<file path="src/verilog/starfield_pkg.sv">
// shared constants and types for the starfield design
// 480p display timing, LFSR settings, star layer settings

package starfield_pkg;

    // horizontal timing in pixels
    localparam int H_ACTIVE = 640;
    localparam int H_FP     = 16;   // front porch
    localparam int H_SYNC   = 96;   // sync pulse width
    localparam int H_BP     = 48;   // back porch
    localparam int H_TOTAL  = H_ACTIVE + H_FP + H_SYNC + H_BP;  // 800

    // vertical timing in lines
    localparam int V_ACTIVE = 480;
    localparam int V_FP     = 10;
    localparam int V_SYNC   = 2;
    localparam int V_BP     = 33;
    localparam int V_TOTAL  = V_ACTIVE + V_FP + V_SYNC + V_BP;  // 525

    // pixel clocks per frame, 420000
    localparam int FRAME_PIXELS = H_TOTAL * V_TOTAL;
    localparam int FRAME_CNT_W  = $clog2(FRAME_PIXELS);        // restart counter width

    // screen coordinates
    localparam int CORDW = 10;
    typedef logic [CORDW-1:0] coord_t;

    // galois lfsr, x^21 + x^19 + 1
    localparam int LFSR_W = 21;
    typedef logic [LFSR_W-1:0] lfsr_t;
    localparam lfsr_t LFSR_TAPS = 21'h140000;  // bits 20 and 18

    // star brightness and output colour
    localparam int STAR_W = 8;
    typedef logic [STAR_W-1:0] star_t;
    localparam int COLR_W = 4;
    typedef logic [COLR_W-1:0] colr_t;

    // per-layer settings; negative inc shortens the frame, so the field drifts left
    localparam lfsr_t SF1_SEED = 21'h09A9A9;
    localparam int    SF1_INC  = -1;
    localparam lfsr_t SF1_MASK = 21'h000000;
    localparam lfsr_t SF2_SEED = 21'h0A9A9A;
    localparam int    SF2_INC  = -2;
    localparam lfsr_t SF2_MASK = 21'h000000;
    localparam lfsr_t SF3_SEED = 21'h1FFFFF;
    localparam int    SF3_INC  = -4;
    localparam lfsr_t SF3_MASK = 21'h0007FF;  // denser layer

endpackage

</file>
<file path="src/verilog/display_timing.sv">
// display_timing: 640x480 at 60 Hz timing generator
// pixel and line counters, negative sync pulses, display enable

module display_timing import starfield_pkg::*; (
    input  logic clk_pix,   // pixel clock
    input  logic rst_n,     // async reset, active low
    output logic hsync,     // horizontal sync, active low
    output logic vsync,     // vertical sync, active low
    output logic de         // display enable, active area
);

    coord_t sx;  // horizontal position
    coord_t sy;  // vertical position

    logic line_end;   // last pixel of a line
    logic frame_end;  // last line of a frame

    assign line_end  = (sx == coord_t'(H_TOTAL - 1));
    assign frame_end = (sy == coord_t'(V_TOTAL - 1));

    // pixel counter
    always_ff @(posedge clk_pix or negedge rst_n) begin
        if (!rst_n) begin
            sx <= '0;
        end else if (line_end) begin
            sx <= '0;  // wrap at 800
        end else begin
            sx <= sx + 1'b1;
        end
    end

    // line counter, steps once per line
    always_ff @(posedge clk_pix or negedge rst_n) begin
        if (!rst_n) begin
            sy <= '0;
        end else if (line_end) begin
            if (frame_end) begin
                sy <= '0;  // wrap at 525
            end else begin
                sy <= sy + 1'b1;
            end
        end
    end

    // decode straight from the counters, no extra register stage
    // the mixer registers these once, together with the colour
    always_comb begin
        // hsync low for pixels 656 to 751
        hsync = ~((sx >= coord_t'(H_ACTIVE + H_FP)) &&
                  (sx <  coord_t'(H_ACTIVE + H_FP + H_SYNC)));

        // vsync low for lines 490 and 491
        vsync = ~((sy >= coord_t'(V_ACTIVE + V_FP)) &&
                  (sy <  coord_t'(V_ACTIVE + V_FP + V_SYNC)));

        // visible area only
        de = (sx < coord_t'(H_ACTIVE)) && (sy < coord_t'(V_ACTIVE));
    end

endmodule

</file>
<file path="src/verilog/starfield.sv">
// starfield: one layer of pseudo-random stars
// restart counter, 21-bit galois lfsr, star on and brightness decode

module starfield import starfield_pkg::*; #(
    parameter lfsr_t SEED = SF1_SEED,   // lfsr state at frame start
    parameter int    INC  = SF1_INC,    // frame length change, pixels per frame drift
    parameter lfsr_t MASK = SF1_MASK    // forces upper bits on, more stars
) (
    input  logic  clk_pix,   // pixel clock
    input  logic  rst_n,     // async reset, active low
    input  logic  run,       // high to let the layer drift
    output logic  sf_on,     // star at this pixel
    output star_t sf_star    // star brightness
);

    logic [FRAME_CNT_W-1:0] cnt;          // pixels since last restart
    logic [FRAME_CNT_W-1:0] restart_cnt;  // last count before restart
    logic                   restart;
    lfsr_t                  sf_reg;       // lfsr state
    lfsr_t                  sf_next;

    // shortened frame when running, exact frame when frozen
    always_comb begin
        if (run) begin
            restart_cnt = FRAME_CNT_W'(FRAME_PIXELS + INC - 1);
        end else begin
            restart_cnt = FRAME_CNT_W'(FRAME_PIXELS - 1);
        end
    end

    assign restart = (cnt == restart_cnt);

    // galois step, shift right and fold in the taps on a 1 out
    always_comb begin
        if (sf_reg[0]) begin
            sf_next = (sf_reg >> 1) ^ LFSR_TAPS;
        end else begin
            sf_next = sf_reg >> 1;
        end
    end

    // restart counter
    always_ff @(posedge clk_pix or negedge rst_n) begin
        if (!rst_n) begin
            cnt <= '0;                  // aligned with pixel (0,0)
        end else if (restart) begin
            cnt <= '0;
        end else begin
            cnt <= cnt + 1'b1;
        end
    end

    // lfsr, reloads the seed after the restart count
    always_ff @(posedge clk_pix or negedge rst_n) begin
        if (!rst_n) begin
            sf_reg <= SEED;
        end else if (restart) begin
            sf_reg <= SEED;             // sequence starts over
        end else begin
            sf_reg <= sf_next;
        end
    end

    // star where bits 20:8 are all set, mask raises the hit rate
    assign sf_on   = &(sf_reg[LFSR_W-1:STAR_W] | MASK[LFSR_W-1:STAR_W]);
    assign sf_star = sf_reg[STAR_W-1:0];  // low byte as brightness

endmodule

</file>
<file path="src/verilog/star_mixer.sv">
// star_mixer: layer priority and VGA output register
// picks the first layer that is on, blanks outside the active area

module star_mixer import starfield_pkg::*; (
    input  logic  clk_pix,     // pixel clock
    input  logic  rst_n,       // async reset, active low
    input  logic  hsync,       // sync from the timing block
    input  logic  vsync,
    input  logic  de,          // active area
    input  logic  sf1_on,      // layer 1 has a star
    input  logic  sf2_on,
    input  logic  sf3_on,
    input  star_t sf1_star,    // layer brightness
    input  star_t sf2_star,
    input  star_t sf3_star,
    output logic  vga_hsync,   // registered outputs
    output logic  vga_vsync,
    output colr_t vga_r,
    output colr_t vga_g,
    output colr_t vga_b
);

    colr_t starlight;  // brightness of the winning layer

    // fixed priority, layer 1 in front
    always_comb begin
        if (sf1_on) begin
            starlight = sf1_star[STAR_W-1 -: COLR_W];  // top nibble
        end else if (sf2_on) begin
            starlight = sf2_star[STAR_W-1 -: COLR_W];
        end else if (sf3_on) begin
            starlight = sf3_star[STAR_W-1 -: COLR_W];
        end else begin
            starlight = '0;  // empty sky
        end
    end

    // one register stage keeps sync and colour aligned
    always_ff @(posedge clk_pix or negedge rst_n) begin
        if (!rst_n) begin
            vga_hsync <= 1'b1;  // syncs idle high
            vga_vsync <= 1'b1;
            vga_r     <= '0;
            vga_g     <= '0;
            vga_b     <= '0;
        end else begin
            vga_hsync <= hsync;
            vga_vsync <= vsync;
            vga_r     <= de ? starlight : '0;  // grey, same on every channel
            vga_g     <= de ? starlight : '0;
            vga_b     <= de ? starlight : '0;
        end
    end

endmodule

</file>
<file path="src/verilog/starfield_top.sv">
// starfield_top: moving starfield on 640x480 VGA
// timing block, three star layers and the output mixer

module starfield_top import starfield_pkg::*; (
    input  logic  clk_pix,     // 25.175 MHz pixel clock
    input  logic  rst_n,       // async reset, active low
    input  logic  run,         // low freezes the field
    output logic  vga_hsync,   // horizontal sync, active low
    output logic  vga_vsync,   // vertical sync, active low
    output colr_t vga_r,       // 4-bit red
    output colr_t vga_g,       // 4-bit green
    output colr_t vga_b        // 4-bit blue
);

    // display timing
    logic hsync;
    logic vsync;
    logic de;

    display_timing u_display_timing (
        .clk_pix (clk_pix),
        .rst_n   (rst_n),
        .hsync   (hsync),
        .vsync   (vsync),
        .de      (de)
    );

    // star layers, slowest first
    logic  sf1_on, sf2_on, sf3_on;
    star_t sf1_star, sf2_star, sf3_star;

    starfield #(.SEED(SF1_SEED), .INC(SF1_INC), .MASK(SF1_MASK)) u_sf1 (
        .clk_pix (clk_pix),
        .rst_n   (rst_n),
        .run     (run),
        .sf_on   (sf1_on),
        .sf_star (sf1_star)
    );

    starfield #(.SEED(SF2_SEED), .INC(SF2_INC), .MASK(SF2_MASK)) u_sf2 (
        .clk_pix (clk_pix),
        .rst_n   (rst_n),
        .run     (run),
        .sf_on   (sf2_on),
        .sf_star (sf2_star)
    );

    // fastest and densest layer, at the back
    starfield #(.SEED(SF3_SEED), .INC(SF3_INC), .MASK(SF3_MASK)) u_sf3 (
        .clk_pix (clk_pix),
        .rst_n   (rst_n),
        .run     (run),
        .sf_on   (sf3_on),
        .sf_star (sf3_star)
    );

    // priority select and output register
    star_mixer u_star_mixer (
        .clk_pix   (clk_pix),
        .rst_n     (rst_n),
        .hsync     (hsync),
        .vsync     (vsync),
        .de        (de),
        .sf1_on    (sf1_on),
        .sf2_on    (sf2_on),
        .sf3_on    (sf3_on),
        .sf1_star  (sf1_star),
        .sf2_star  (sf2_star),
        .sf3_star  (sf3_star),
        .vga_hsync (vga_hsync),
        .vga_vsync (vga_vsync),
        .vga_r     (vga_r),
        .vga_g     (vga_g),
        .vga_b     (vga_b)
    );

endmodule

</file>
<file path="config.mk">
export PLATFORM = sky130hd
export DESIGN_NAME = starfield_top
export DESIGN_NICKNAME = d
export VERILOG_FILES = /design/src/verilog/starfield_pkg.sv /design/src/verilog/display_timing.sv /design/src/verilog/starfield.sv /design/src/verilog/star_mixer.sv /design/src/verilog/starfield_top.sv
export SDC_FILE = /design/constraint.sdc
export NUM_CORES = 1
export LEC_CHECK = 0
export ABC_AREA = 1
export BUFFER_PORTS_ARGS = -buffer_cell sky130_fd_sc_hd__buf_2
export CAP_MARGIN = 20
export CORE_UTILIZATION = 30
export DETAILED_ROUTE_END_ITERATION = 7
export GPL_ROUTABILITY_DRIVEN = 0
export HOLD_SLACK_MARGIN = 0.02
export MAX_ROUTING_LAYER = met4
export PLACE_DENSITY = 0.47
export SYNTH_ARGS = -nofsm -noshare
export SYNTH_HDL_FRONTEND = slang
export SYNTH_SLANG_ARGS = --single-unit
</file>
<file path="constraint.sdc">
create_clock -name clk_pix -period 1.3 [get_ports clk_pix]
set_input_delay 0 -clock clk_pix [delete_from_list [all_inputs] [get_ports clk_pix]]
set_output_delay 0 -clock clk_pix [all_outputs]
set_load 0.005 [all_outputs]
</file>
==> After elaboration in Yosys (flattened, before gate mapping) <==
Index checks and enable logic that the tools add are counted.
{ "op_classes": {"n_eq_ne": 5, "n_bitwise": 5, "reduce_logical": 6, "n_addsub": 5, "n_mux": 18, "order_cmp": 6} }
{ "ops": {"columns": ["cell", "n"], "rows": [
  ["$mux 21", 6],
  ["$add 19x1->19 const B", 3],
  ["$eq 19x19->1", 3],
  ["$mux 19", 3],
  ["$reduce_and 13->1", 2],
  ["$add 10x1->10 const B", 2],
  ["$eq 10x10->1 const B", 2],
  ["$lt 10x10->1 const B", 2],
  ["$lt 10x9->1 const B", 2],
  ["$mux 10", 2],
  ["$mux 4", 4],
  ["$ge 10x10->1 const B", 1],
  ["$ge 10x9->1 const B", 1],
  ["$reduce_and 10->1", 1],
  ["$not 1->2", 3],
  ["$logic_and 1x1->1", 3],
  ["$mux 3", 1],
  ["$mux 2", 1],
  ["$not 1->1", 2],
  ["$mux 1", 1]
]} }
{ "word_totals": {"regBits": 146, "out_inout_bits": 14, "in_bits": 3} }

==> Depth between registers and ports, before layout <==
Gate-level depths: netlist (run 1).
{ "depth": {"depth_word": 5, "ltp_mapped": 11} }

==> Cells and area by module <==
A second synthesis (run 1) with hierarchy kept.
{ "unflattened": {"cells_unflattened": 917, "hier_area_um2": 7340.8} }
{ "by_module_without_submodules": {"columns": ["module", "area_per_inst_um2", "seq_area_each_um2", "cells_per_inst", "instances"], "rows": [
  ["starfield (u_sf2)", 1960.6, 1013.5, 244, 1],
  ["starfield (u_sf1)", 1951.9, 1013.5, 245, 1],
  ["starfield (u_sf3)", 1923.1, 1027.2, 235, 1],
  ["display_timing", 1167.4, 500.5, 149, 1],
  ["star_mixer", 337.8, 152.6, 44, 1]
]} }

==> Worst setup path after synthesis (run 1) <==
Ideal clock, no wire load.
{ "synth_timing": {"path_type": "register -> register", "start": "register u_sf3.cnt[0]", "end": "register u_sf3.cnt[14]", "setup_time_ns": 0.117, "path_buffers": 1, "slack_ns": -0.069, "arrival_ns": 1.253, "path_stages_with_launch": 12, "t_required_ns": 1.183, "path_cell_list": "dfrtp_1 ha_1 buf_4 nand2_1 inv_1 nand2_1 nor2_1 nand2_1 nor2_1 nand2_1 nand2_1 nor2_1"} }
{ "synth_between": {"elab_chain_cells": 2, "word_cells_on_any_way": 3, "cone_classes": "add/sub: 1; eq/ne: 1; mux: 1"} }
{ "synth_lines": {"columns": ["element", "line_no", "source"], "rows": [
  ["start: declaration", "starfield.sv:16", "logic [FRAME_CNT_W-1:0] cnt;"],
  ["start signal: assignment", "starfield.sv:49", "cnt <= cnt + 1'b1;"],
  ["$add 19x1->19 / $eq 19x19->1 (equally long branches)", "starfield.sv:49, starfield.sv:31", null],
  ["$mux 19 (*)", "starfield.sv:46", "end else if (restart) begin"]
]} }
Mark *: on every way between the ends. The rest lies on a longest branch, timed or not.
A chain may end at the register's enable or synchronous reset.

==> Worst setup path after layout (run 1) <==
{ "layout_timing": {"start": "register u_sf2.cnt[5]", "end": "register u_sf2.sf_reg[1]"} }
{ "layout_between": {"elab_chain_cells": 2} }
{ "layout_lines": {"columns": ["element", "line_no", "source"], "rows": [
  ["start: declaration", "starfield.sv:16", null],
  ["start signal: assignment", "starfield.sv:49", null],
  ["$eq 19x19->1", "starfield.sv:31", "assign restart = (cnt == restart_cnt);"],
  ["$mux 21", "starfield.sv:57", "end else if (restart) begin"],
  ["end signal: assignment", "starfield.sv:60", "sf_reg <= sf_next;"],
  ["end: declaration", "starfield.sv:19", "lfsr_t sf_reg;"]
]} }
No other way between the ends.

==> results.md, run 1 <==
- Die Y: ~160 µm
- Final Critical Period: 1500 ps
- Detailed Place HPWL: 11.0 mm
- Most frequent cell after synthesis: nand2_1
- Top cells by area, synth: dfrtp_1, dfstp_2, nand2_1
- Yosys warns: 0
- Most used cell, CP: nor3_4
- Seq cells post-synth: ~150
- Routing usage on met1: 0.194
- Maximum fanout along the worst path: 5
- Cell area after synthesis: 7050 µm²
- Slowest cell delay on critical path: around 430 ps
- Arrival time at the worst endpoint: roughly 1900 ps
- Post-synth top cells: nand2_1, inv_1, nor2_1, dfrtp_1, nand3_1
- Fin crit share: 1.15
- Worst Setup Start Kind: register
- M2 GR Usage: 0.231
- Die area: 24,100 µm²
- Syn_area_per_cell: 8.53 µm²
- Failing checks: negative setup slack
- Clk slew on worst S/H paths: about 60 ps
- CTS tree: yes
- Hold slack: 44.1 ps
- Status: complete, but fails checks
- Gr busiest metal: met2
- Hold Crit Class: in2async
- CP required: roughly 1700 ps
- Power per Cell Area: 868 nW/µm²
- Max frequency: 0.668 GHz
- Tightest Pin Transition: 365 ps
- Crit path buf inv count: 3
- Post-synth EDFFs: 0
- Vias in the first global route: ~5,800
- Worst Setup End Kind: register
- All-Layer GR Usage: 0.148
- Switching share of power: 0.226
- Fin worst setup slack: -198 ps
- Area Growth Syn to Fin: 50.5%
- Worst Setup EP: u_sf2.sf_reg[1]
- CP Class: reg2reg
- Avg WL per Cell: 12.4 µm
- Clock Path Buffers: 2
- # diodes: 0
- RSZ-0062 raised after global routing: true
- Synth Flop Type: dfrtp_1
- CP delay by family, top: simple AND/OR/NAND/NOR gates
- Largest net degree at the start of global routing: 40
- Clk_skew: about 8.5 ps
- Antenna viol nets, final: 0
- Routed vias/inst: 4.38
- Clk sinks: 146
- Seq/Total Area, Yosys: 0.526
- Initial Util: 0.308
- DRT Wirelength: 16.9 mm
- Initial antenna violation count: 0
- P_int: 0.00713 W
- Clock Latency Late Sink: roughly 410 ps
- Critical path cell sequence: buf_6, nor3_4, nand3_2, nor3_4, buf_12, clkbuf_16, or2_2
- Crit. Startpoint: u_sf2.cnt[5]
- PortBufs: 16
- # IOs: 17
- Fin. Hold Viols: 0
- Slew Limit Fails: 0
- DRT Pass-1 Iters: 4
- Slew headroom: 0.757
- First-pass GRT wire length: 27.6 mm
- Root Driver: clkbuf_16
- Layout cells sized above 1: 0.502
- Max-Cap Viols: 0
- VDD IR-drop max: just under 0.7 mV
- Synth async-reset ratio: 1.00
- DR iter-0 viols: 197
- Nets: 1,042
- FP Rows: 55
- Critical path's slowest cell: dfrtp_1
- Area leader, netlist: dfrtp_1
- Post-synth cell types: 36
- Flop2flop setup slack: -200 ps
- Met3 Use GR: 0.0301
- Die width: 155 µm
- Vias: 5,949
- Power share of the sequential group: 0.494
- # DRC: 0
- Leak Pwr: 5.00 nW
- H-Tree Depth: 4
- Num CTS Buffers: 17
- FF-to-FF End: u_sf2.sf_reg[1]
- CP Depth: 7
- Fill count: about 2,300
- Comb pwr share: 0.014
- Clock power frac: 0.491
- Final setup vio count: 108
- Total power: 0.00921 W
- Yosys top cell area share: 0.366
- Syn Inst Count: 826
- Psw: 0.00208 W
- Reg2Reg Depth: 7
- Synth Net Count: 836
- Worst reg2reg path startpoint: u_sf2.cnt[5]
- Core area: 22,800 µm²
- Grt ovf: 0
metrics by stage:
stage | cell area (µm²) | TNS (ps) | util | instances | setup slack [ps]
after global placement | 8460 | -8000 | 0.370 | 1270 | -150
after global routing | 10600 | -19550 | 0.464 | 1358 | -289
after floorplan | 7090 | -111 | - | 826 | -58.3
after CTS | 9460 | -4020 | 0.414 | 1322 | -126
final | 10600 | -8790 | 0.464 | 1358 | -198
after detailed placement | 8460 | -9220 | 0.370 | 1270 | -165
cells by family (layout without fill, tap and decap cells):
group                    after synthesis  count (layout)  share of synthesized area
adder cells (fa/ha/maj)                7               7                     0.0124
buffers and inverters                149             368                     0.0895
AND/OR/NAND/NOR                      454             454                      0.304
AO/OA/AOI/OAI                         39              39                     0.0291
flip-flops                           146             146                      0.526
XOR/XNOR                              31              31                     0.0385
power by group through the flow:
stage	registers, W	logic, W	clock network, W
global placement	0.00463	0.000135	0
finish	0.00455	0.000133	0.00452
detailed placement	0.00463	0.000134	0
global route	0.00455	0.000156	0.00487
CTS	0.00455	0.000141	0.00467
floorplan	0.00463	0.00000422	0
cells in the final DEF, fill, tap and decap left out, types with 3 or more instances in the layout:
master	instances
dfrtp_1	89
nor2_2	38
a31oi_1	4
nand2_1	105
inv_4	5
buf_4	144
nor2_4	30
inv_1	104
nand4_1	36
o21ai_2	6
a21oi_2	9
nor3_4	10
buf_2	15
a21oi_1	5
nor3_2	7
dfrtp_2	14
xnor2_1	6
xor2_1	20
or2_4	6
or2_2	5
clkinvlp_4	7
dfstp_2	43
nor2_1	65
xor2_2	5
nand3_1	23
clkbuf_16	20
buf_6	32
inv_2	21
o21ai_0	5
nand3b_1	3
ha_4	6
nand3_2	32
nor3_1	8
buf_12	6
or2_1	31
nand3_4	4
o21ai_1	7
nand2_4	15
nand2_2	30
worst min-delay path by stage:
stage / start / to / slack [ps] / cells after the start
2_1_floorplan: rst_n / u_display_timing.sx[0] / -300 / 0
3_3_place_gp: rst_n / u_sf3.cnt[12] / -80 / 1
3_5_place_dp: rst_n / u_sf3.cnt[12] / -80 / 1
4_1_cts: rst_n / u_sf3.cnt[12] / 50 / 2
5_1_grt: rst_n / u_sf3.cnt[12] / 80 / 2
6_report: rst_n / u_sf3.cnt[12] / 40 / 2
worst register-to-register path, stage by stage (launching register included):
cell	delay, ps
dfrtp_1	430
buf_6	140
nor3_4	200
nand3_2	110
nor3_4	160
buf_12	150
clkbuf_16	150
or2_2	110
per-layer routing:
| layer | vias up | wire length [µm] | part of all wire |
|---|---|---|---|
| li1 | 2997 | - | - |
| met1 | 2902 | 8130 | 0.48 |
| met2 | 39 | 8290 | 0.49 |
| met3 | 11 | 301 | 0.018 |
| met4 | 0 | 174 | 0.010 |
| met5 | - | 0 | 0 |
cell type report:
type | instances | area, µm² | share of cell area
sequential | 146 | 3720 | 0.351
multi-input combinational | 531 | 3670 | 0.346
inverter | 131 | 519 | 0.0490
clock buffer | 21 | 460 | 0.0434
clock inverter | 11 | 81.3 | 0.00767
timing repair inverter | 3 | 20.0 | 0.00189
tap | 313 | 392 | 0.0369
timing repair buffer | 202 | 1740 | 0.164
what timing repair did:
action | 4_1_cts | 5_1_grt
hold buffers | 1 | 0
pin swaps | 35 | 70
setup endpoints to repair | 130 | 138
cloned | 2 | 7
buffers inserted | 18 | 33
resized for setup | 96 | 222
hold endpoints to repair | 118 | 0
No activity file was read; power rests on OpenSTA's default activity.
==> inputs of run 2 (changes only) <==
- SETUP_SLACK_MARGIN: default -> 0.05
==> results.md, run 2 (synthesis results as in run 1) <==
- Met1 wire length: 7.88 mm
- Leak Pwr: slightly above 5 nW
- Die area: about 24,000 µm²
- Clk slew on worst S/H paths: 60 ps
- Area Growth Syn to Fin: 53.5%
- All-Layer GR Usage: 0.160
- Worst Setup Start Kind: register
- CP Class: reg2reg
- Detailed Place HPWL: 11.2 mm
- Root Driver: clkbuf_16
- Clk sinks: 146
- Die Y: 155 µm
- Power per Cell Area: 890 nW/µm²
- Core area: 22,800 µm²
- PortBufs: 16
- Power share of the sequential group: 0.473
- Flop2flop setup slack: -200 ps
- CP required: 1600 ps
- Largest net degree at the start of global routing: 43
- Clock Path Buffers: 2
- Hold Crit Class: in2async
- # DRC: 0
- Crit path buf inv count: 3
- Psw: 0.00203 W
- Antenna viol nets, final: 0
- # diodes: 0
- Fin crit share: 1.16
- Critical path's slowest cell: dfrtp_1
- Worst Setup End Kind: register
- Final setup vio count: 109
- Grt ovf: 0
- Comb pwr share: 0.014
- Tightest Pin Transition: 380 ps
- H-Tree Depth: 4
- Clock Latency Late Sink: 410 ps
- Fill count: 2,178
- Clk_skew: 7.01 ps
- Max-Cap Viols: 0
- FF-to-FF End: u_sf2.cnt[4]
- Reg area: 3720 µm²
- FP Rows: 55
- Die width: ~160 µm
- Initial Util: 0.308
- Avg WL per Cell: between 10 and 15 µm
- Initial antenna violation count: 0
- Slowest cell delay on critical path: 420 ps
- Sum Neg Setup Slack: -10,690 ps
- VDD IR-drop max: 0.993 mV
- Nets: 1,071
- CP delay by family, top: simple AND/OR/NAND/NOR gates
- Most frequent cells in the layout: buf_4, inv_1, nand2_1, dfrtp_1, nor2_1
- Num CTS Buffers: 17
- Clock power frac: 0.513
- Arrival time at the worst endpoint: 1810 ps
- Switching share of power: 0.211
- Worst reg2reg path startpoint: u_sf2.cnt[0]
- P_int: 0.00760 W
- Failing checks: negative setup slack
- RSZ-0062 raised after global routing: true
- Slew Limit Fails: 0
- WL met2: 8.96 mm
- DRT Wirelength: 17.5 mm
- Fin worst setup slack: -204 ps
- Reg2Reg Depth: 8
- Fin. Hold Viols: 0
- Routed vias/inst: 4.37
- Layout cells sized above 1: 0.495
- Slew headroom: 0.747
- First-pass GRT wire length: slightly below 30 mm
- DR iter-0 viols: 229
- Status: complete, but fails checks
- Max frequency: 0.665 GHz
- # IOs: 17
- Vias in the first global route: 6,206
- Maximum fanout along the worst path: 4
- Met3 Wirelength: 397 µm
- DRT Pass-1 Iters: 4
- Vias: 6,055
- Critical path cell sequence: ha_2, nand2_2, nor2_4, buf_6, buf_4, or2_2, nand3_2, inv_1
- Util after Layout: 0.473
- Top sig layer: met4
- Final Critical Period: 1500 ps
- CTS tree: yes
- Multi-input logic area: roughly 3600 µm²
- Most common cell after layout, fill and taps aside: buf_4
run 2: changes by cell type in the layout (fill, tap and decap cells not counted), sizes merged:
cell and delta:
buf +31, bufinv +3, clkbuf -4, clkinv +1
inv -2
run 2: power by group through the flow:
stage               registers [W]  clock network, W   logic (W)
finish                    0.00455           0.00494    0.000133
global route              0.00455           0.00533    0.000160
CTS                       0.00455           0.00511    0.000140
detailed placement        0.00463                 0    0.000135
global placement          0.00463                 0    0.000134
floorplan                 0.00463                 0  0.00000422
run 2: metrics by stage:
stage | hold WS, ps | area [µm²] | setup WS (ps) | cells | total power (W)
2_1_floorplan | -296 | 7110 | -52.2 | 826 | 0.00463
3_3_place_gp | -61.7 | 8560 | -194 | 1282 | 0.00476
3_5_place_dp | -64.1 | 8560 | -203 | 1282 | 0.00476
4_1_cts | 58.4 | 10300 | -211 | 1368 | 0.00980
5_1_grt | 96.4 | 10800 | -258 | 1387 | 0.0100
6_report | 67.4 | 10800 | -204 | 1387 | 0.00963
run 2: layout make-up:
type	count	share of cell area
sequential	146	0.344
clock inverter	13	0.0149
timing repair inverter	3	0.00208
clock buffer	19	0.0400
tap	313	0.0362
inverter	131	0.0466
timing repair buffer	231	0.184
multi-input combinational	531	0.333
run 2: worst max path at each step:
stage                       from          endpoint  cells after the start
floorplan           u_sf2.cnt[0]     u_sf2.cnt[14]                      9
global placement    u_sf2.cnt[6]   u_sf2.sf_reg[7]                      5
detailed placement  u_sf2.cnt[7]   u_sf2.sf_reg[7]                      6
CTS                 u_sf2.cnt[0]   u_sf2.sf_reg[7]                      6
global route        u_sf1.cnt[7]  u_sf1.sf_reg[18]                      9
finish              u_sf2.cnt[0]      u_sf2.cnt[4]                      8
run 2: layer usage:
metal  vias up  track usage
met5         -            -
met4         0       0.0495
met3        20       0.0295
met2        66        0.270
met1      2906        0.194
li1       3063            -
run 2: timing repair:
item / CTS / global route
endpoints found under the hold margin: 109 / 0
hold buffers: 1 / 0
setup endpoints to repair: 137 / 138
buffers inserted: 50 / 28
pin swaps: 79 / 72
gates cloned: 6 / 1
gates resized for setup: 184 / 114
==> inputs of run 3 (changes only) <==
- ABC_AREA: 1 -> default
- BUFFER_PORTS_ARGS: -buffer_cell sky130_fd_sc_hd__buf_2 -> default
- DONT_BUFFER_PORTS: default -> 1
- PLACE_DENSITY: 0.47 -> 0.46
- TNS_END_PERCENT: default -> 50
==> results.md, run 3 <==
- Slew Limit Fails: 0
- CTS tree: yes
- Slowest cell delay on critical path: 620 ps
- Clk_skew: 12.9 ps
- Avg WL per Cell: roughly 14 µm
- Met1 wire length: roughly 6.4 mm
- RSZ-0062 raised after global routing: true
- Vias: 4,417
- Most frequent cell after synthesis: dfrtp_1
- Power per Cell Area: roughly 1300 nW/µm²
- DRT Pass-1 Iters: 4
- FP Rows: between 50 and 60
- Synth async-reset ratio: 1.00
- Clk slew on worst S/H paths: around 70 ps
- Met3 Wirelength: 293 µm
- Util after Layout: 0.429
- H-Tree Depth: 4
- Yosys top cell area share: 0.411
- Yosys warns: 0
- DRT Wirelength: 13.4 mm
- Reg2Reg Depth: 5
- Final Critical Period: 1860 ps
- Max frequency: 0.538 GHz
- Arrival time at the worst endpoint: 2170 ps
- Slew headroom: 0.605
- Total power: 0.0113 W
- Cell area after layout: 8730 µm²
- Fin worst setup slack: -560 ps
- Post-synthesis mux area share: 0.00319
- # DRC: 0
- Maximum fanout along the worst path: 6
- CP required: 1610 ps
- Syn_area_per_cell: 11.7 µm²
- Detailed Place HPWL: 8.17 mm
- Initial antenna violation count: 0
- Top cells by area, synth: dfrtp_1, dfstp_2, xnor2_1
- VDD IR-drop max: 0.806 mV
- Worst Setup EP: u_sf1.sf_reg[4]
- FF-to-FF End: u_sf1.sf_reg[4]
- Antenna viol nets, final: 0
- Leak Pwr: between 4 and 5 nW
- DP Area: ~7600 µm²
- Worst reg2reg path startpoint: u_sf1.cnt[9]
- Sum Neg Setup Slack: -48,880 ps
- Synth Area in Adders: 0.0140
- Seq/Total Area, Yosys: 0.591
- Synth Flop Type: dfrtp_1
- Clock Path Buffers: 2
- Nets: 698
- Critical path's slowest cell: or4_4
- Area leader, netlist: dfrtp_1
- Clk sinks: 146
- First-pass GRT wire length: 22.7 mm
- Worst Setup End Kind: register
- Post-synth EDFFs: 0
- Failing checks: negative hold slack, negative setup slack
- # diodes: 0
- Root Driver: clkbuf_16
- Most common cell after layout, fill and taps aside: buf_4
- Clock Latency Late Sink: 420 ps
- Most frequent cells in the layout: buf_4, dfrtp_1, dfstp_2
- WL met2: 6.53 mm
- Grt ovf: 0
- Die Y: 147 µm
- Largest net degree at the start of global routing: roughly 150
- Hold Crit Class: in2async
- Cell area after synthesis: 6270 µm²
- Max-Cap Viols: 0
- # IOs: 17
- Fin. Hold Viols: 146
- Post-Synth XOR/XNOR Area: 0.0894
- DR iter-0 viols: about 190
- All-Layer GR Usage: 0.137
- Fin crit share: 1.43
- Hold slack: -729 ps
- Top sig layer: met4
- Final setup vio count: between 100 and 150
- Crit. Startpoint: u_sf1.cnt[9]
- Post-synth top cells: dfrtp_1, dfstp_2, nor2_1, xnor2_1, nand3_1
- Seq cells post-synth: 146
- Num CTS Buffers: 17
- Tightest Pin Transition: a little under 600 ps
- PortBufs: 0
- Critical path cell sequence: nor4b_2, nand4b_1, buf_6, or4_4, and2_4
- Layout cells sized above 1: 0.482
- CP Class: reg2reg
- Synth Area in Compound Gates: 0.0255
- Status: complete, but fails checks
- Initial Util: 0.308
- Worst Setup Start Kind: register
- Area Growth Syn to Fin: 39.3%
- Post-Synth Simple-Gate Area: 0.248
- Vias in the first global route: approximately 4,700
- Syn Inst Count: 534
- Flop2flop setup slack: -560 ps
- Routed vias/inst: around 4.5
- Post-synth cell types: between 40 and 50
- Largest family of logic cells by synthesized area: simple AND/OR/NAND/NOR gates
- Synth Net Count: about 540
- Core area: slightly above 20,000 µm²
- Die area: ~21,000 µm²
- Die width: 147 µm
==> run 3: area by class of cell <==
| cell class | count | area, µm² |
|---|---|---|
| Timing Repair Buffer | 152 | 1280 |
| Tap cell | 270 | 338 |
| Fill cell | 1918 | 11600 |
| Inverter | 9 | 33.8 |
| Multi-Input combinational cell | 362 | 2810 |
| Clock buffer | 18 | 450 |
| Clock inverter | 14 | 101 |
| Sequential cell | 146 | 3710 |
==> run 3: power breakdown <==
part           internal, W  total (W)  switching, W
logic             0.000856    0.00140      0.000545
clock network      0.00257    0.00462       0.00205
registers          0.00503    0.00529      0.000255
==> run 3: timing repair <==
item,in CTS,in global routing
cloned,3,3
gates resized for setup,58,50
pin swaps,34,26
buffers inserted,8,3
endpoints found under the hold margin,146,146
endpoints found under the setup margin,133,137
==> run 3: how the worst min path moves through the flow <==
stage	startpoint	endpoint	slack [ps]
global placement	rst_n	u_sf2.cnt[10]	-290
finish	rst_n	u_sf2.cnt[8]	-730
floorplan	rst_n	u_display_timing.sx[0]	-300
CTS	rst_n	u_sf2.cnt[8]	-750
detailed placement	rst_n	u_sf2.cnt[8]	-290
global route	rst_n	u_sf2.cnt[8]	-760
==> run 3: worst max-delay path: cells and delay by family (launching register included) <==
family | cells | cell delay, ps
DFF | 1 | 390
and+or+nand+nor | 4 | 1200
buffers and inverters | 1 | 150
==> run 3: per-stage QoR <==
stage / worst slack, ps / cells
3_5_place_dp: -674 / 925
5_1_grt: -650 / 971
6_report: -560 / 971
2_1_floorplan: -498 / 534
4_1_cts: -569 / 968
3_3_place_gp: -641 / 925
==> run 3: cells by family (layout without fill, tap and decap cells) <==
logic type                 after synthesis  count (layout)
xor gates and xnor gates                64              64
buffers and inverters                   29             193
and+or+nand+nor                        261             264
adders and majority gates                7               7
DFF                                    146             146
muxes                                    2               2
AOI/OAI and AO/OA                       25              25
==> run 3: metal layers <==
metal	vias up	global-route usage
met4	0	0.0464
li1	2133	-
met2	39	0.213
met1	2234	0.174
met3	11	0.0328
met5	-	-
